--- src/include/mb_writer_params.svh ---
/* Build-wide sizes for the macroblock writer. The data width must be a
   multiple of 8, and MB_BEATS must fit the three-bit beat counter. */
`ifndef MB_WRITER_PARAMS_SVH
`define MB_WRITER_PARAMS_SVH

// Encoder word and W beat width, 1024 in silicon
`define MB_DATA_W 64

// AXI byte address width
`define MB_ADDR_W 32

// Beats per macroblock burst, AWLEN is one less
`define MB_BEATS 7

// Width of each frame dimension in macroblocks
`define MB_DIM_W 11

`endif
--- src/source/mb_ctrl_pkg.sv ---
/* Frame command and controller state types. Frames are limited to
   2047 by 2047 macroblocks by the dimension width. */
`default_nettype none

`include "mb_writer_params.svh"

package mb_ctrl_pkg;

    typedef struct packed {
        logic [`MB_DIM_W-1:0]  mb_w;
        logic [`MB_DIM_W-1:0]  mb_h;
        logic [`MB_ADDR_W-1:0] base_addr;
    } frame_cmd_t;

    typedef enum logic [2:0] {IDLE, INIT, WAIT, SEND, DONE} ctrl_state_e;

endpackage

`default_nettype wire

--- src/source/mb_axi_pkg.sv ---
/* AXI4 write-side payload types. No IDs, no read channels, and every
   burst is incrementing and full width. */
`default_nettype none

`include "mb_writer_params.svh"

package mb_axi_pkg;

    // Write address request
    typedef struct packed {
        logic [`MB_ADDR_W-1:0] addr;
        logic [7:0]            len;
    } axi_aw_t;

    // One write data beat
    typedef struct packed {
        logic [`MB_DATA_W-1:0]   data;
        logic [`MB_DATA_W/8-1:0] strb;
        logic                    last;
    } axi_w_t;

    // BRESP encoding
    typedef enum logic [1:0] {
        OKAY   = 2'b00,
        EXOKAY = 2'b01,
        SLVERR = 2'b10,
        DECERR = 2'b11
    } axi_resp_e;

endpackage

`default_nettype wire

--- src/source/mb_writer.sv ---
/* Macroblock write-back top. Only the AXI4 write channels exist, and
   one frame runs at a time. */
`timescale 1ns/1ns
`default_nettype none

`include "mb_writer_params.svh"

module mb_writer (
    input  wire logic                    clk,
    input  wire logic                    rst_n,
    input  wire logic                    start,
    input  wire mb_ctrl_pkg::frame_cmd_t cmd,
    input  wire logic                    enc_push,
    input  wire logic [`MB_DATA_W-1:0]   enc_data,
    output logic                         enc_full,
    output logic                         busy,
    output logic                         done,
    output logic                         resp_err,
    output mb_axi_pkg::axi_aw_t          aw,
    output logic                         aw_valid,
    input  wire logic                    aw_ready,
    output mb_axi_pkg::axi_w_t           w,
    output logic                         w_valid,
    input  wire logic                    w_ready,
    input  wire mb_axi_pkg::axi_resp_e   b_resp,
    input  wire logic                    b_valid,
    output logic                         b_ready
);
    logic                   mb_go;
    logic                   frame_start;
    logic [2*`MB_DIM_W-1:0] mb_total;
    logic [`MB_ADDR_W-1:0]  base_addr;
    logic                   aw_done;
    logic                   w_done;
    logic                   all_acked;
    logic                   fifo_empty;
    logic                   fifo_pop;
    logic [`MB_DATA_W-1:0]  fifo_data;

    // ------------------------------
    // Control
    mb_frame_ctrl u_ctrl (
        .clk, .rst_n, .start, .cmd, .aw_done, .w_done, .all_acked,
        .mb_go, .frame_start, .mb_total, .base_addr, .busy, .done
    );

    // ------------------------------
    // Datapath
    mb_stage_fifo #(.DEPTH(16)) u_fifo (
        .clk, .rst_n,
        .push(enc_push), .push_data(enc_data), .pop(fifo_pop),
        .full(enc_full), .empty(fifo_empty), .pop_data(fifo_data)
    );

    mb_aw_gen u_aw (
        .clk, .rst_n, .frame_start, .mb_go, .base_addr, .aw_ready,
        .aw, .aw_valid, .aw_done
    );

    mb_wdata_chan u_wdata (
        .clk, .rst_n, .mb_go, .fifo_empty, .fifo_data, .w_ready,
        .w, .w_valid, .fifo_pop, .w_done
    );

    mb_bresp_track u_bresp (
        .clk, .rst_n, .frame_start, .mb_total, .b_resp, .b_valid,
        .b_ready, .all_acked, .resp_err
    );

endmodule

`default_nettype wire

--- src/source/mb_bresp_track.sv ---
/* Write response counter. B is always accepted, and the error flag
   holds until the next frame starts. */
`timescale 1ns/1ns
`default_nettype none

`include "mb_writer_params.svh"

module mb_bresp_track (
    input  wire logic                      clk,
    input  wire logic                      rst_n,
    input  wire logic                      frame_start,
    input  wire logic [2*`MB_DIM_W-1:0]    mb_total,
    input  wire mb_axi_pkg::axi_resp_e     b_resp,
    input  wire logic                      b_valid,
    output logic                           b_ready,
    output logic                           all_acked,
    output logic                           resp_err
);
    import mb_axi_pkg::*;

    logic [2*`MB_DIM_W-1:0] resp_cnt;
    logic                   accept;

    assign b_ready = 1'b1;
    assign accept  = b_valid & b_ready;

    always_ff @(posedge clk or negedge rst_n) begin
        if (!rst_n) begin
            resp_cnt  <= '0;
            all_acked <= 1'b0;
            resp_err  <= 1'b0;
        end else begin
            all_acked <= accept && (resp_cnt + 1'b1 == mb_total);
            if (frame_start) begin
                resp_cnt <= '0;
                resp_err <= 1'b0;
            end else if (accept) begin
                resp_cnt <= resp_cnt + 1'b1;
                if (b_resp == SLVERR || b_resp == DECERR) resp_err <= 1'b1;
            end
        end
    end

endmodule

`default_nettype wire

--- src/source/mb_wdata_chan.sv ---
/* W channel streamer. Beats are presented straight from the FIFO head
   and only full-width writes are made, so the strobe is all ones. */
`timescale 1ns/1ns
`default_nettype none

`include "mb_writer_params.svh"

module mb_wdata_chan (
    input  wire logic                  clk,
    input  wire logic                  rst_n,
    input  wire logic                  mb_go,
    input  wire logic                  fifo_empty,
    input  wire logic [`MB_DATA_W-1:0] fifo_data,
    input  wire logic                  w_ready,
    output mb_axi_pkg::axi_w_t         w,
    output logic                       w_valid,
    output logic                       fifo_pop,
    output logic                       w_done
);
    import mb_axi_pkg::*;

    localparam logic [2:0] LAST_BEAT = 3'(`MB_BEATS - 1);

    logic       active;
    logic [2:0] beat_cnt;
    logic       xfer;

    // Valid never waits on ready
    assign w_valid  = active & ~fifo_empty;
    assign xfer     = w_valid & w_ready;
    assign fifo_pop = xfer;
    assign w_done   = xfer & w.last;

    assign w.data = fifo_data;
    assign w.strb = '1;
    assign w.last = (beat_cnt == LAST_BEAT);

    always_ff @(posedge clk or negedge rst_n) begin
        if (!rst_n) begin
            active   <= 1'b0;
            beat_cnt <= '0;
        end else begin
            if (mb_go) begin
                active   <= 1'b1;
                beat_cnt <= '0;
            end else if (xfer) begin
                if (w.last) begin
                    active   <= 1'b0;
                    beat_cnt <= '0;
                end else begin
                    beat_cnt <= beat_cnt + 1'b1;
                end
            end
        end
    end

endmodule

`default_nettype wire

--- src/source/mb_aw_gen.sv ---
/* One incrementing burst request per macroblock. Bursts sit back to
   back in memory, so the base address should be burst aligned. */
`timescale 1ns/1ns
`default_nettype none

`include "mb_writer_params.svh"

module mb_aw_gen (
    input  wire logic                  clk,
    input  wire logic                  rst_n,
    input  wire logic                  frame_start,
    input  wire logic                  mb_go,
    input  wire logic [`MB_ADDR_W-1:0] base_addr,
    input  wire logic                  aw_ready,
    output mb_axi_pkg::axi_aw_t        aw,
    output logic                       aw_valid,
    output logic                       aw_done
);
    import mb_axi_pkg::*;

    // Bytes covered by one macroblock burst
    localparam logic [`MB_ADDR_W-1:0] MB_STEP   = `MB_BEATS * (`MB_DATA_W / 8);
    localparam logic [7:0]            BURST_LEN = `MB_BEATS - 1;

    logic [`MB_ADDR_W-1:0] addr_q;

    assign aw_done  = aw_valid & aw_ready;
    assign aw.addr  = addr_q;
    assign aw.len   = BURST_LEN;

    always_ff @(posedge clk or negedge rst_n) begin
        if (!rst_n) begin
            addr_q   <= '0;
            aw_valid <= 1'b0;
        end else begin
            if (frame_start) begin
                addr_q <= base_addr;
            end else if (aw_done) begin
                addr_q <= addr_q + MB_STEP;
            end
            // Held until the slave takes it
            if (mb_go) begin
                aw_valid <= 1'b1;
            end else if (aw_done) begin
                aw_valid <= 1'b0;
            end
        end
    end

endmodule

`default_nettype wire

--- src/source/mb_stage_fifo.sv ---
/* Staging FIFO with first-word-fall-through read. DEPTH must be a
   power of two; a push while full or a pop while empty is dropped. */
`timescale 1ns/1ns
`default_nettype none

`include "mb_writer_params.svh"

module mb_stage_fifo #(
    parameter int DEPTH = 16
) (
    input  wire logic                  clk,
    input  wire logic                  rst_n,
    input  wire logic                  push,
    input  wire logic [`MB_DATA_W-1:0] push_data,
    input  wire logic                  pop,
    output logic                       full,
    output logic                       empty,
    output logic [`MB_DATA_W-1:0]      pop_data
);
    localparam int PTR_W = $clog2(DEPTH);

    logic [`MB_DATA_W-1:0] mem [DEPTH];
    // Extra top bit tells full from empty
    logic [PTR_W:0]        wr_ptr;
    logic [PTR_W:0]        rd_ptr;
    logic                  do_push;
    logic                  do_pop;

    assign empty = (wr_ptr == rd_ptr);
    assign full  = (wr_ptr[PTR_W] != rd_ptr[PTR_W]) &&
                   (wr_ptr[PTR_W-1:0] == rd_ptr[PTR_W-1:0]);

    assign do_push  = push & ~full;
    assign do_pop   = pop & ~empty;
    assign pop_data = mem[rd_ptr[PTR_W-1:0]];

    always_ff @(posedge clk or negedge rst_n) begin
        if (!rst_n) begin
            wr_ptr <= '0;
            rd_ptr <= '0;
        end else begin
            if (do_push) wr_ptr <= wr_ptr + 1'b1;
            if (do_pop) rd_ptr <= rd_ptr + 1'b1;
        end
    end

    always_ff @(posedge clk) begin
        if (do_push) mem[wr_ptr[PTR_W-1:0]] <= push_data;
    end

endmodule

`default_nettype wire

--- src/source/mb_frame_ctrl.sv ---
/* Frame sequencer. A start outside IDLE is ignored, and a frame with
   a zero dimension completes without any bus traffic. */
`timescale 1ns/1ns
`default_nettype none

`include "mb_writer_params.svh"

module mb_frame_ctrl (
    input  wire logic                      clk,
    input  wire logic                      rst_n,
    input  wire logic                      start,
    input  wire mb_ctrl_pkg::frame_cmd_t   cmd,
    input  wire logic                      aw_done,
    input  wire logic                      w_done,
    input  wire logic                      all_acked,
    output logic                           mb_go,
    output logic                           frame_start,
    output logic [2*`MB_DIM_W-1:0]         mb_total,
    output logic [`MB_ADDR_W-1:0]          base_addr,
    output logic                           busy,
    output logic                           done
);
    import mb_ctrl_pkg::*;

    ctrl_state_e            state;
    ctrl_state_e            state_nxt;
    frame_cmd_t             cmd_q;
    logic [2*`MB_DIM_W-1:0] mb_cnt;
    logic                   aw_seen;
    logic                   w_seen;
    logic                   mb_fin;
    logic                   last_mb;
    logic                   zero_frame;

    // Both halves of the current macroblock are through
    assign mb_fin     = (aw_seen | aw_done) & (w_seen | w_done);
    assign last_mb    = (mb_cnt + 1'b1 == mb_total);
    assign zero_frame = (cmd_q.mb_w == '0) || (cmd_q.mb_h == '0);

    assign frame_start = (state == INIT);
    assign base_addr   = cmd_q.base_addr;
    assign busy        = (state != IDLE);

    // ------------------------------
    // Next state
    always_comb begin
        state_nxt = state;
        case (state)
            IDLE: if (start) state_nxt = INIT;
            INIT: state_nxt = zero_frame ? DONE : WAIT;
            WAIT: state_nxt = SEND;
            SEND: if (mb_fin) state_nxt = last_mb ? DONE : WAIT;
            DONE: if (all_acked || mb_total == '0) state_nxt = IDLE;
            default: state_nxt = IDLE;
        endcase
    end

    always_ff @(posedge clk or negedge rst_n) begin
        if (!rst_n) begin
            state    <= IDLE;
            mb_total <= '0;
            mb_cnt   <= '0;
            aw_seen  <= 1'b0;
            w_seen   <= 1'b0;
            mb_go    <= 1'b0;
            done     <= 1'b0;
        end else begin
            state <= state_nxt;
            // Pulse lands in the first SEND cycle
            mb_go <= (state == WAIT);
            done  <= (state == DONE) && (state_nxt == IDLE);
            if (state == INIT) begin
                mb_total <= cmd_q.mb_w * cmd_q.mb_h;
                mb_cnt   <= '0;
            end
            if (state == SEND && mb_fin) begin
                mb_cnt  <= mb_cnt + 1'b1;
                aw_seen <= 1'b0;
                w_seen  <= 1'b0;
            end else begin
                if (aw_done) aw_seen <= 1'b1;
                if (w_done) w_seen <= 1'b1;
            end
        end
    end

    // Command payload held for the whole frame
    always_ff @(posedge clk) begin
        if (state == IDLE && start) cmd_q <= cmd;
    end

endmodule

`default_nettype wire

--- config.mk ---
export PLATFORM = sky130hd
export DESIGN_NAME = mb_writer
export DESIGN_NICKNAME = d
export VERILOG_FILES = /design/src/source/mb_ctrl_pkg.sv /design/src/source/mb_axi_pkg.sv /design/src/source/mb_writer.sv /design/src/source/mb_bresp_track.sv /design/src/source/mb_wdata_chan.sv /design/src/source/mb_aw_gen.sv /design/src/source/mb_stage_fifo.sv /design/src/source/mb_frame_ctrl.sv
export VERILOG_INCLUDE_DIRS = /design/src /design/src/include
export SDC_FILE = /design/constraint.sdc
export NUM_CORES = 2
export LEC_CHECK = 0
export ABC_AREA = 1
export BUFFER_PORTS_ARGS = -buffer_cell sky130_fd_sc_hd__buf_4
export CAP_MARGIN = 20
export CORE_AREA = 2 2 296 298
export DETAILED_ROUTE_END_ITERATION = 10
export DIE_AREA = 0 0 298 300
export GPL_TIMING_DRIVEN = 0
export PLACE_DENSITY = 0.8
export SETUP_SLACK_MARGIN = 0.15
export SLEW_MARGIN = 20
export SYNTH_ARGS = -nofsm -noshare
export SYNTH_HDL_FRONTEND = slang
export SYNTH_SLANG_ARGS = --single-unit
export TNS_END_PERCENT = 5
--- constraint.sdc ---
create_clock -name clk -period 6.3 [get_ports clk]
set_clock_uncertainty 0.2 [all_clocks]
set_input_delay 1.26 -clock clk [delete_from_list [all_inputs] [get_ports clk]]
set_output_delay 1.26 -clock clk [all_outputs]
set_load 0.05 [all_outputs]
; ---- Word-level counts from Yosys, hierarchy flattened
; Memories as Yosys holds them, arrays and structs flattened.
; Index checks and enable logic that the tools add are counted.
[totals]
regBits = 176
mem_bits_rw = 1024
inputBits = 127
out_inout_bits = 120
elab_cells = 104
n_memories = 1
[memory_table]
columns = name, depth, word_bits, read_ports, rd_ports_with_merged_regs, wr, line_no
row1 = u_fifo.mem, 16, 64, 1, 0, 1, mb_stage_fifo.sv:22  ; logic [`MB_DATA_W-1:0] mem [DEPTH];
[classes]
n_addsub = 6
n_mul = 1
n_eq_ne = 12
mux = 29
n_bitwise = 11
n_reduce_logical = 25
[ops]
columns = cell, count
row1 = two-way mux 22 bit, 4
row2 = two-way mux 32 bit, 2
row3 = "adder 22 x 1 -> 22 bit, second input constant", 2
row4 = == test 22 bit, 2
row5 = "adder 32 x 6 -> 32 bit, second input constant", 1
row6 = two-way mux 3 bit, 8
row7 = zero test 11 bit, 2
row8 = zero test 22 bit, 1
row9 = multiplier 11 x 11 -> 22 bit, 1
row10 = nonzero test 2 bit, 9
row11 = one-hot mux 3 bit (5 select lines), 1
row12 = two-way mux 1 bit, 14
row13 = "adder 5 x 1 -> 5 bit, second input constant", 2
row14 = bitwise AND 1 bit, 7
row15 = "== test 3 x 2 -> 1 bit, second input constant", 2
row16 = "== test 3 bit, second input constant", 2
row17 = zero test 3 bit, 2
row18 = == test 5 bit, 1
row19 = logical AND 1 bit, 5
row20 = "== test 2 bit, second input constant", 2
row21 = == test 4 bit, 1
row22 = AND reduction 2 bit, 2
row23 = "adder 3 x 1 -> 3 bit, second input constant", 1
row24 = "== test 3 x 1 -> 1 bit, second input constant", 1
row25 = other kinds (5), 9

; ---- Longest topological paths before layout
[logic_depth]
word_depth = 11
mapped_depth = 24
mapped_depth_nobuf = 23

; ---- By module
; From an unflattened synthesis, not the netlist that was laid out.
[unflattened]
cells_unflattened = 5450
area_unflattened_um2 = 55989.9
[modules_own_cells]
columns = module, n_inst, cells_per_inst, area_per_inst_um2, seq_area_each_um2
row1 = mb_stage_fifo, 1, 3597, 41800.1, 30999.7
row2 = mb_frame_ctrl, 1, 1088, 9033.7, 2897.8
row3 = mb_aw_gen, 1, 350, 2336.0, 825.8
row4 = mb_bresp_track, 1, 305, 2021.9, 600.6
row5 = mb_wdata_chan, 1, 110, 798.3, 100.1

; ---- Least setup slack after synthesis
; No wires, ideal clock.
[synth_path]
kind = input to register
from = input enc_push
to = memory u_fifo.mem[15][0] (netlist bit), enable pin
setup_time_ps = 489
t_arrival_ps = 4314
t_required_ps = 5611
slack_ps = 1297
stages = 4
path_buffers = 0
path_cell_list = nand2_1 -> inv_1 -> nand2_2 -> nor2_1
[synth_between]
elab_chain_cells = 3
[synth_rtl]
columns = element, line_no
row1 = from (decl), mb_writer.sv:13  ; input wire logic enc_push,
row2 = bitwise AND 1 bit, mb_stage_fifo.sv:33  ; assign do_push = push & ~full;
row3 = two-way mux 1 bit, mb_stage_fifo.sv:48  ; if (do_push) mem[wr_ptr[PTR_W-1:0]] <= push_data;
row4 = two-way mux 1 bit (implied by the code), mb_stage_fifo.sv:48
row5 = to (decl), mb_stage_fifo.sv:22
; No other way between the ends.

==> metrics.yaml <==
run_status:
  status: "complete, no violations"
critical_path:
  crit-reg2reg-launch: "u_ctrl.cmd_q[46]"
  startpoint_type: "flop"
  critPathLaunch: "u_fifo.rd_ptr[1]"
  r2r_setup_slack_ps: 690
  r2r_cells: 20
  worstSetupEndpointType: "output port"
  crit_chain: "buf_2, clkbuf_1, clkbuf_1, o21ai_0, o32ai_1, nand2_1, nand3_1, buf_4"
  slowest_stage: "clkbuf_1"
  cp_common_cell: "clkbuf_1"
  critical_path_arrival_ps: 4420
  crit_type: "reg -> out"
  path_max_fanout: 10
  rr_endpoint: "u_ctrl.mb_total[19]"
  crit_end: "w[9]"
  slowest_delay_ps: 940
  required_ps: 4840
detailed_routing:
  antenna_left: 0
  routed_wl_um: 150000
  drt_iter0_drc: 4875
  num_vias: 38169
  drc_errors: 0
  wl_per_cell_um: 24.9
  viasPerCell: 6.34
  drt-pass1-iter-count: 6
placement:
  gp_congestion: 0.940
  dpl_cell_area_sq_mm: 0.0575
  io_buffers: 228
  placedCellCount: 5804
  dp_hpwl_um: 100000
clocking:
  post_cts_buffers: 0
  cts_hold_buf: 0
  htree_levels: 3
  cts.sinks: 1200
  cts_tree: "yes"
  clk_pin_slew_ps: 60
  clock_latency_ps: 720
  cts_root_buf: "clkbuf_16"
  numCtsBuffers: 115
  postCtsResizedCells: 0
  clock_path_buffers: 3
global_routing:
  grt_max_degree: 93
  met3_usage_pct: 6.93
  grt_busiest_layer: "met2"
  grt_overflow: 0
  met2_usage_pct: 54.5
  grt_antenna_before_repair: 6
  gr-usage-met1_pct: 42.5
  grt_pass1_vias: 38159
  grt_pass1_wl_um: 224000
  grt.total_usage_pct: 33.1
floorplanning:
  dieArea_sq_mm: 0.0894
  core.rowCount: 108
  core_sq_mm: 0.0862
  dieWidth_um: 298
  die_h_um: 300
  initial_utilization_pct: 61.4
  pin_count: 247
sta:
  rsz0062_at_grt: "no"
  tightest_slew_ps: 1220
  max_freq_ghz: 0.170
  min_period_ps: 5880
  fin_crit_sh_pct: 93.3
  setup_viol: 0
  finalHoldViolations: 0
  holdWs_ps: 194
  slew_headroom_pct: 18.8
  drv_slew: 0
finish:
  design_area_sq_mm: 0.0613
  layout-drive-gt1-share_pct: 11.9
  final_cell_mix: "1078 x edfxtp_1, 642 x nor2_1, 606 x nand2_1"
  final_cells: 6019
  layout_commonest_cell: "edfxtp_1"
  final_nets: 5041
  multi_input_area_sq_mm: 0.0155
  syn2layout_area_growth_pct: 15.7
  regArea_sq_mm: 0.0354
  n_fill_cell: 5593
yosys:
  synth.avg_cell_area_sq_um: 12.2
  ys_types: 57
  yosysTopAreaCell: "edfxtp_1"
  synth_edf_count: 1078
  async_flop_share_pct: 10.2
  ys_warn_count: 0
  yosys-top-cells-area: "edfxtp_1 61%, dfrtp_1 5.8%, nor2_1 4.7%"
  synth-seq-cells: 1200
  synth_top_area_share_pct: 61.1
  syn-instance-count: 4355
  synth_area_sq_mm: 0.0530
  ys_seq_area_share_pct: 66.9
  synth_top_flop_cell: "edfxtp_1"
power:
  leakagePower_nw: 22.8
  cellPowerDensity_mw_per_mm2: 494
  total_power_mw: 30.3
  vdd_drop_max_v: 0.000632
min_path:
  worstHoldPathType: "in -> async"
job:
  drv_cap: 0
## cells in the mapped netlist, types with 26 or more instances
library cell and number:
nand2_1 606, inv_1 300, clkbuf_1 159, o21ai_0 309
a21oi_1 30, ha_1 68, o221ai_1 117, dfrtp_1 122
mux2i_1 109, nand3_1 220, xor2_1 44, o32ai_1 148
nand4_1 32, buf_4 26, fa_1 80, buf_2 50
o211ai_1 26, edfxtp_1 1078, nor2_1 660, o22ai_1 30
## state kept, by name, summed over array words and instances (netlist names), 3 cells and up
name,count
u_fifo.mem,1024
u_aw.addr_q,32
u_ctrl.base_addr,32
u_bresp.resp_cnt,22
u_ctrl.cmd_q,22
u_ctrl.mb_cnt,22
u_ctrl.mb_total,22
u_fifo.rd_ptr,5
u_fifo.wr_ptr,5
u_ctrl.state,3
u_wdata.beat_cnt,3
## power by group
group / switching [mW] / total, mW / internal (mW) / leakage [nW]
Clock: 3.00 / 6.94 / 3.93 / 1.84
Sequential: 0.493 / 10.1 / 9.64 / 11.3
Combinational: 9.51 / 13.2 / 3.73 / 9.64
## critical path: cells and delay by family, from the launching register on
family,cells,cell delay (ps)
buf+inv,4,2380
compound gates,2,590
flops,1,390
simple gates,2,290
## layer usage
metal,vias up,part of all wire [%],wire (um)
li1,16440,-,-
met1,18528,36,53500
met2,2674,48,72000
met3,521,11,16700
met4,6,5.1,7710
met5,-,0.025,37
## area by class of cell
type,count,area share (%)
Clock buffer,154,5.08
Buffer,252,1.81
Timing Repair Buffer,279,4.71
Sequential cell,1200,57.8
Multi-Input combinational cell,2610,25.2
Tap cell,1155,2.36
Antenna cell,2,0.00817
Inverter,308,1.89
Clock inverter,59,1.11
## cell families after synthesis
group / count (synthesis) / share of synthesized area, %
mux: 110 / 2.08
flops: 1200 / 66.9
other cells: 2 / 0.0142
simple gates: 1590 / 12.4
xor+xnor: 63 / 1.10
buf+inv: 560 / 4.27
compound gates: 682 / 8.60
fa+ha+maj: 148 / 4.63
## stage by stage
stage | setup WS, ps | util, % | TNS, ps
after floorplan | 1300 | - | 0
after global placement | -1760 | 65.2 | -1453740
after detailed placement | 702 | 66.7 | 0
after CTS | 472 | 71.1 | 0
after global routing | 317 | 71.1 | 0
final | 419 | 71.1 | 0
## worst min path at each step
stage	startpoint	end	slack, ps	cells past startpoint
2_1_floorplan	u_ctrl.base_addr[0]	u_aw.addr_q[0]	220	2
6_report	rst_n	u_wdata.beat_cnt[1]	190	1
5_1_grt	rst_n	u_wdata.beat_cnt[2]	200	1
4_1_cts	rst_n	u_wdata.beat_cnt[2]	180	1
3_5_place_dp	u_ctrl.base_addr[1]	u_aw.addr_q[1]	240	2
3_3_place_gp	u_ctrl.base_addr[1]	u_aw.addr_q[1]	230	2
Note: power is estimated with default switching activity, not from simulation.
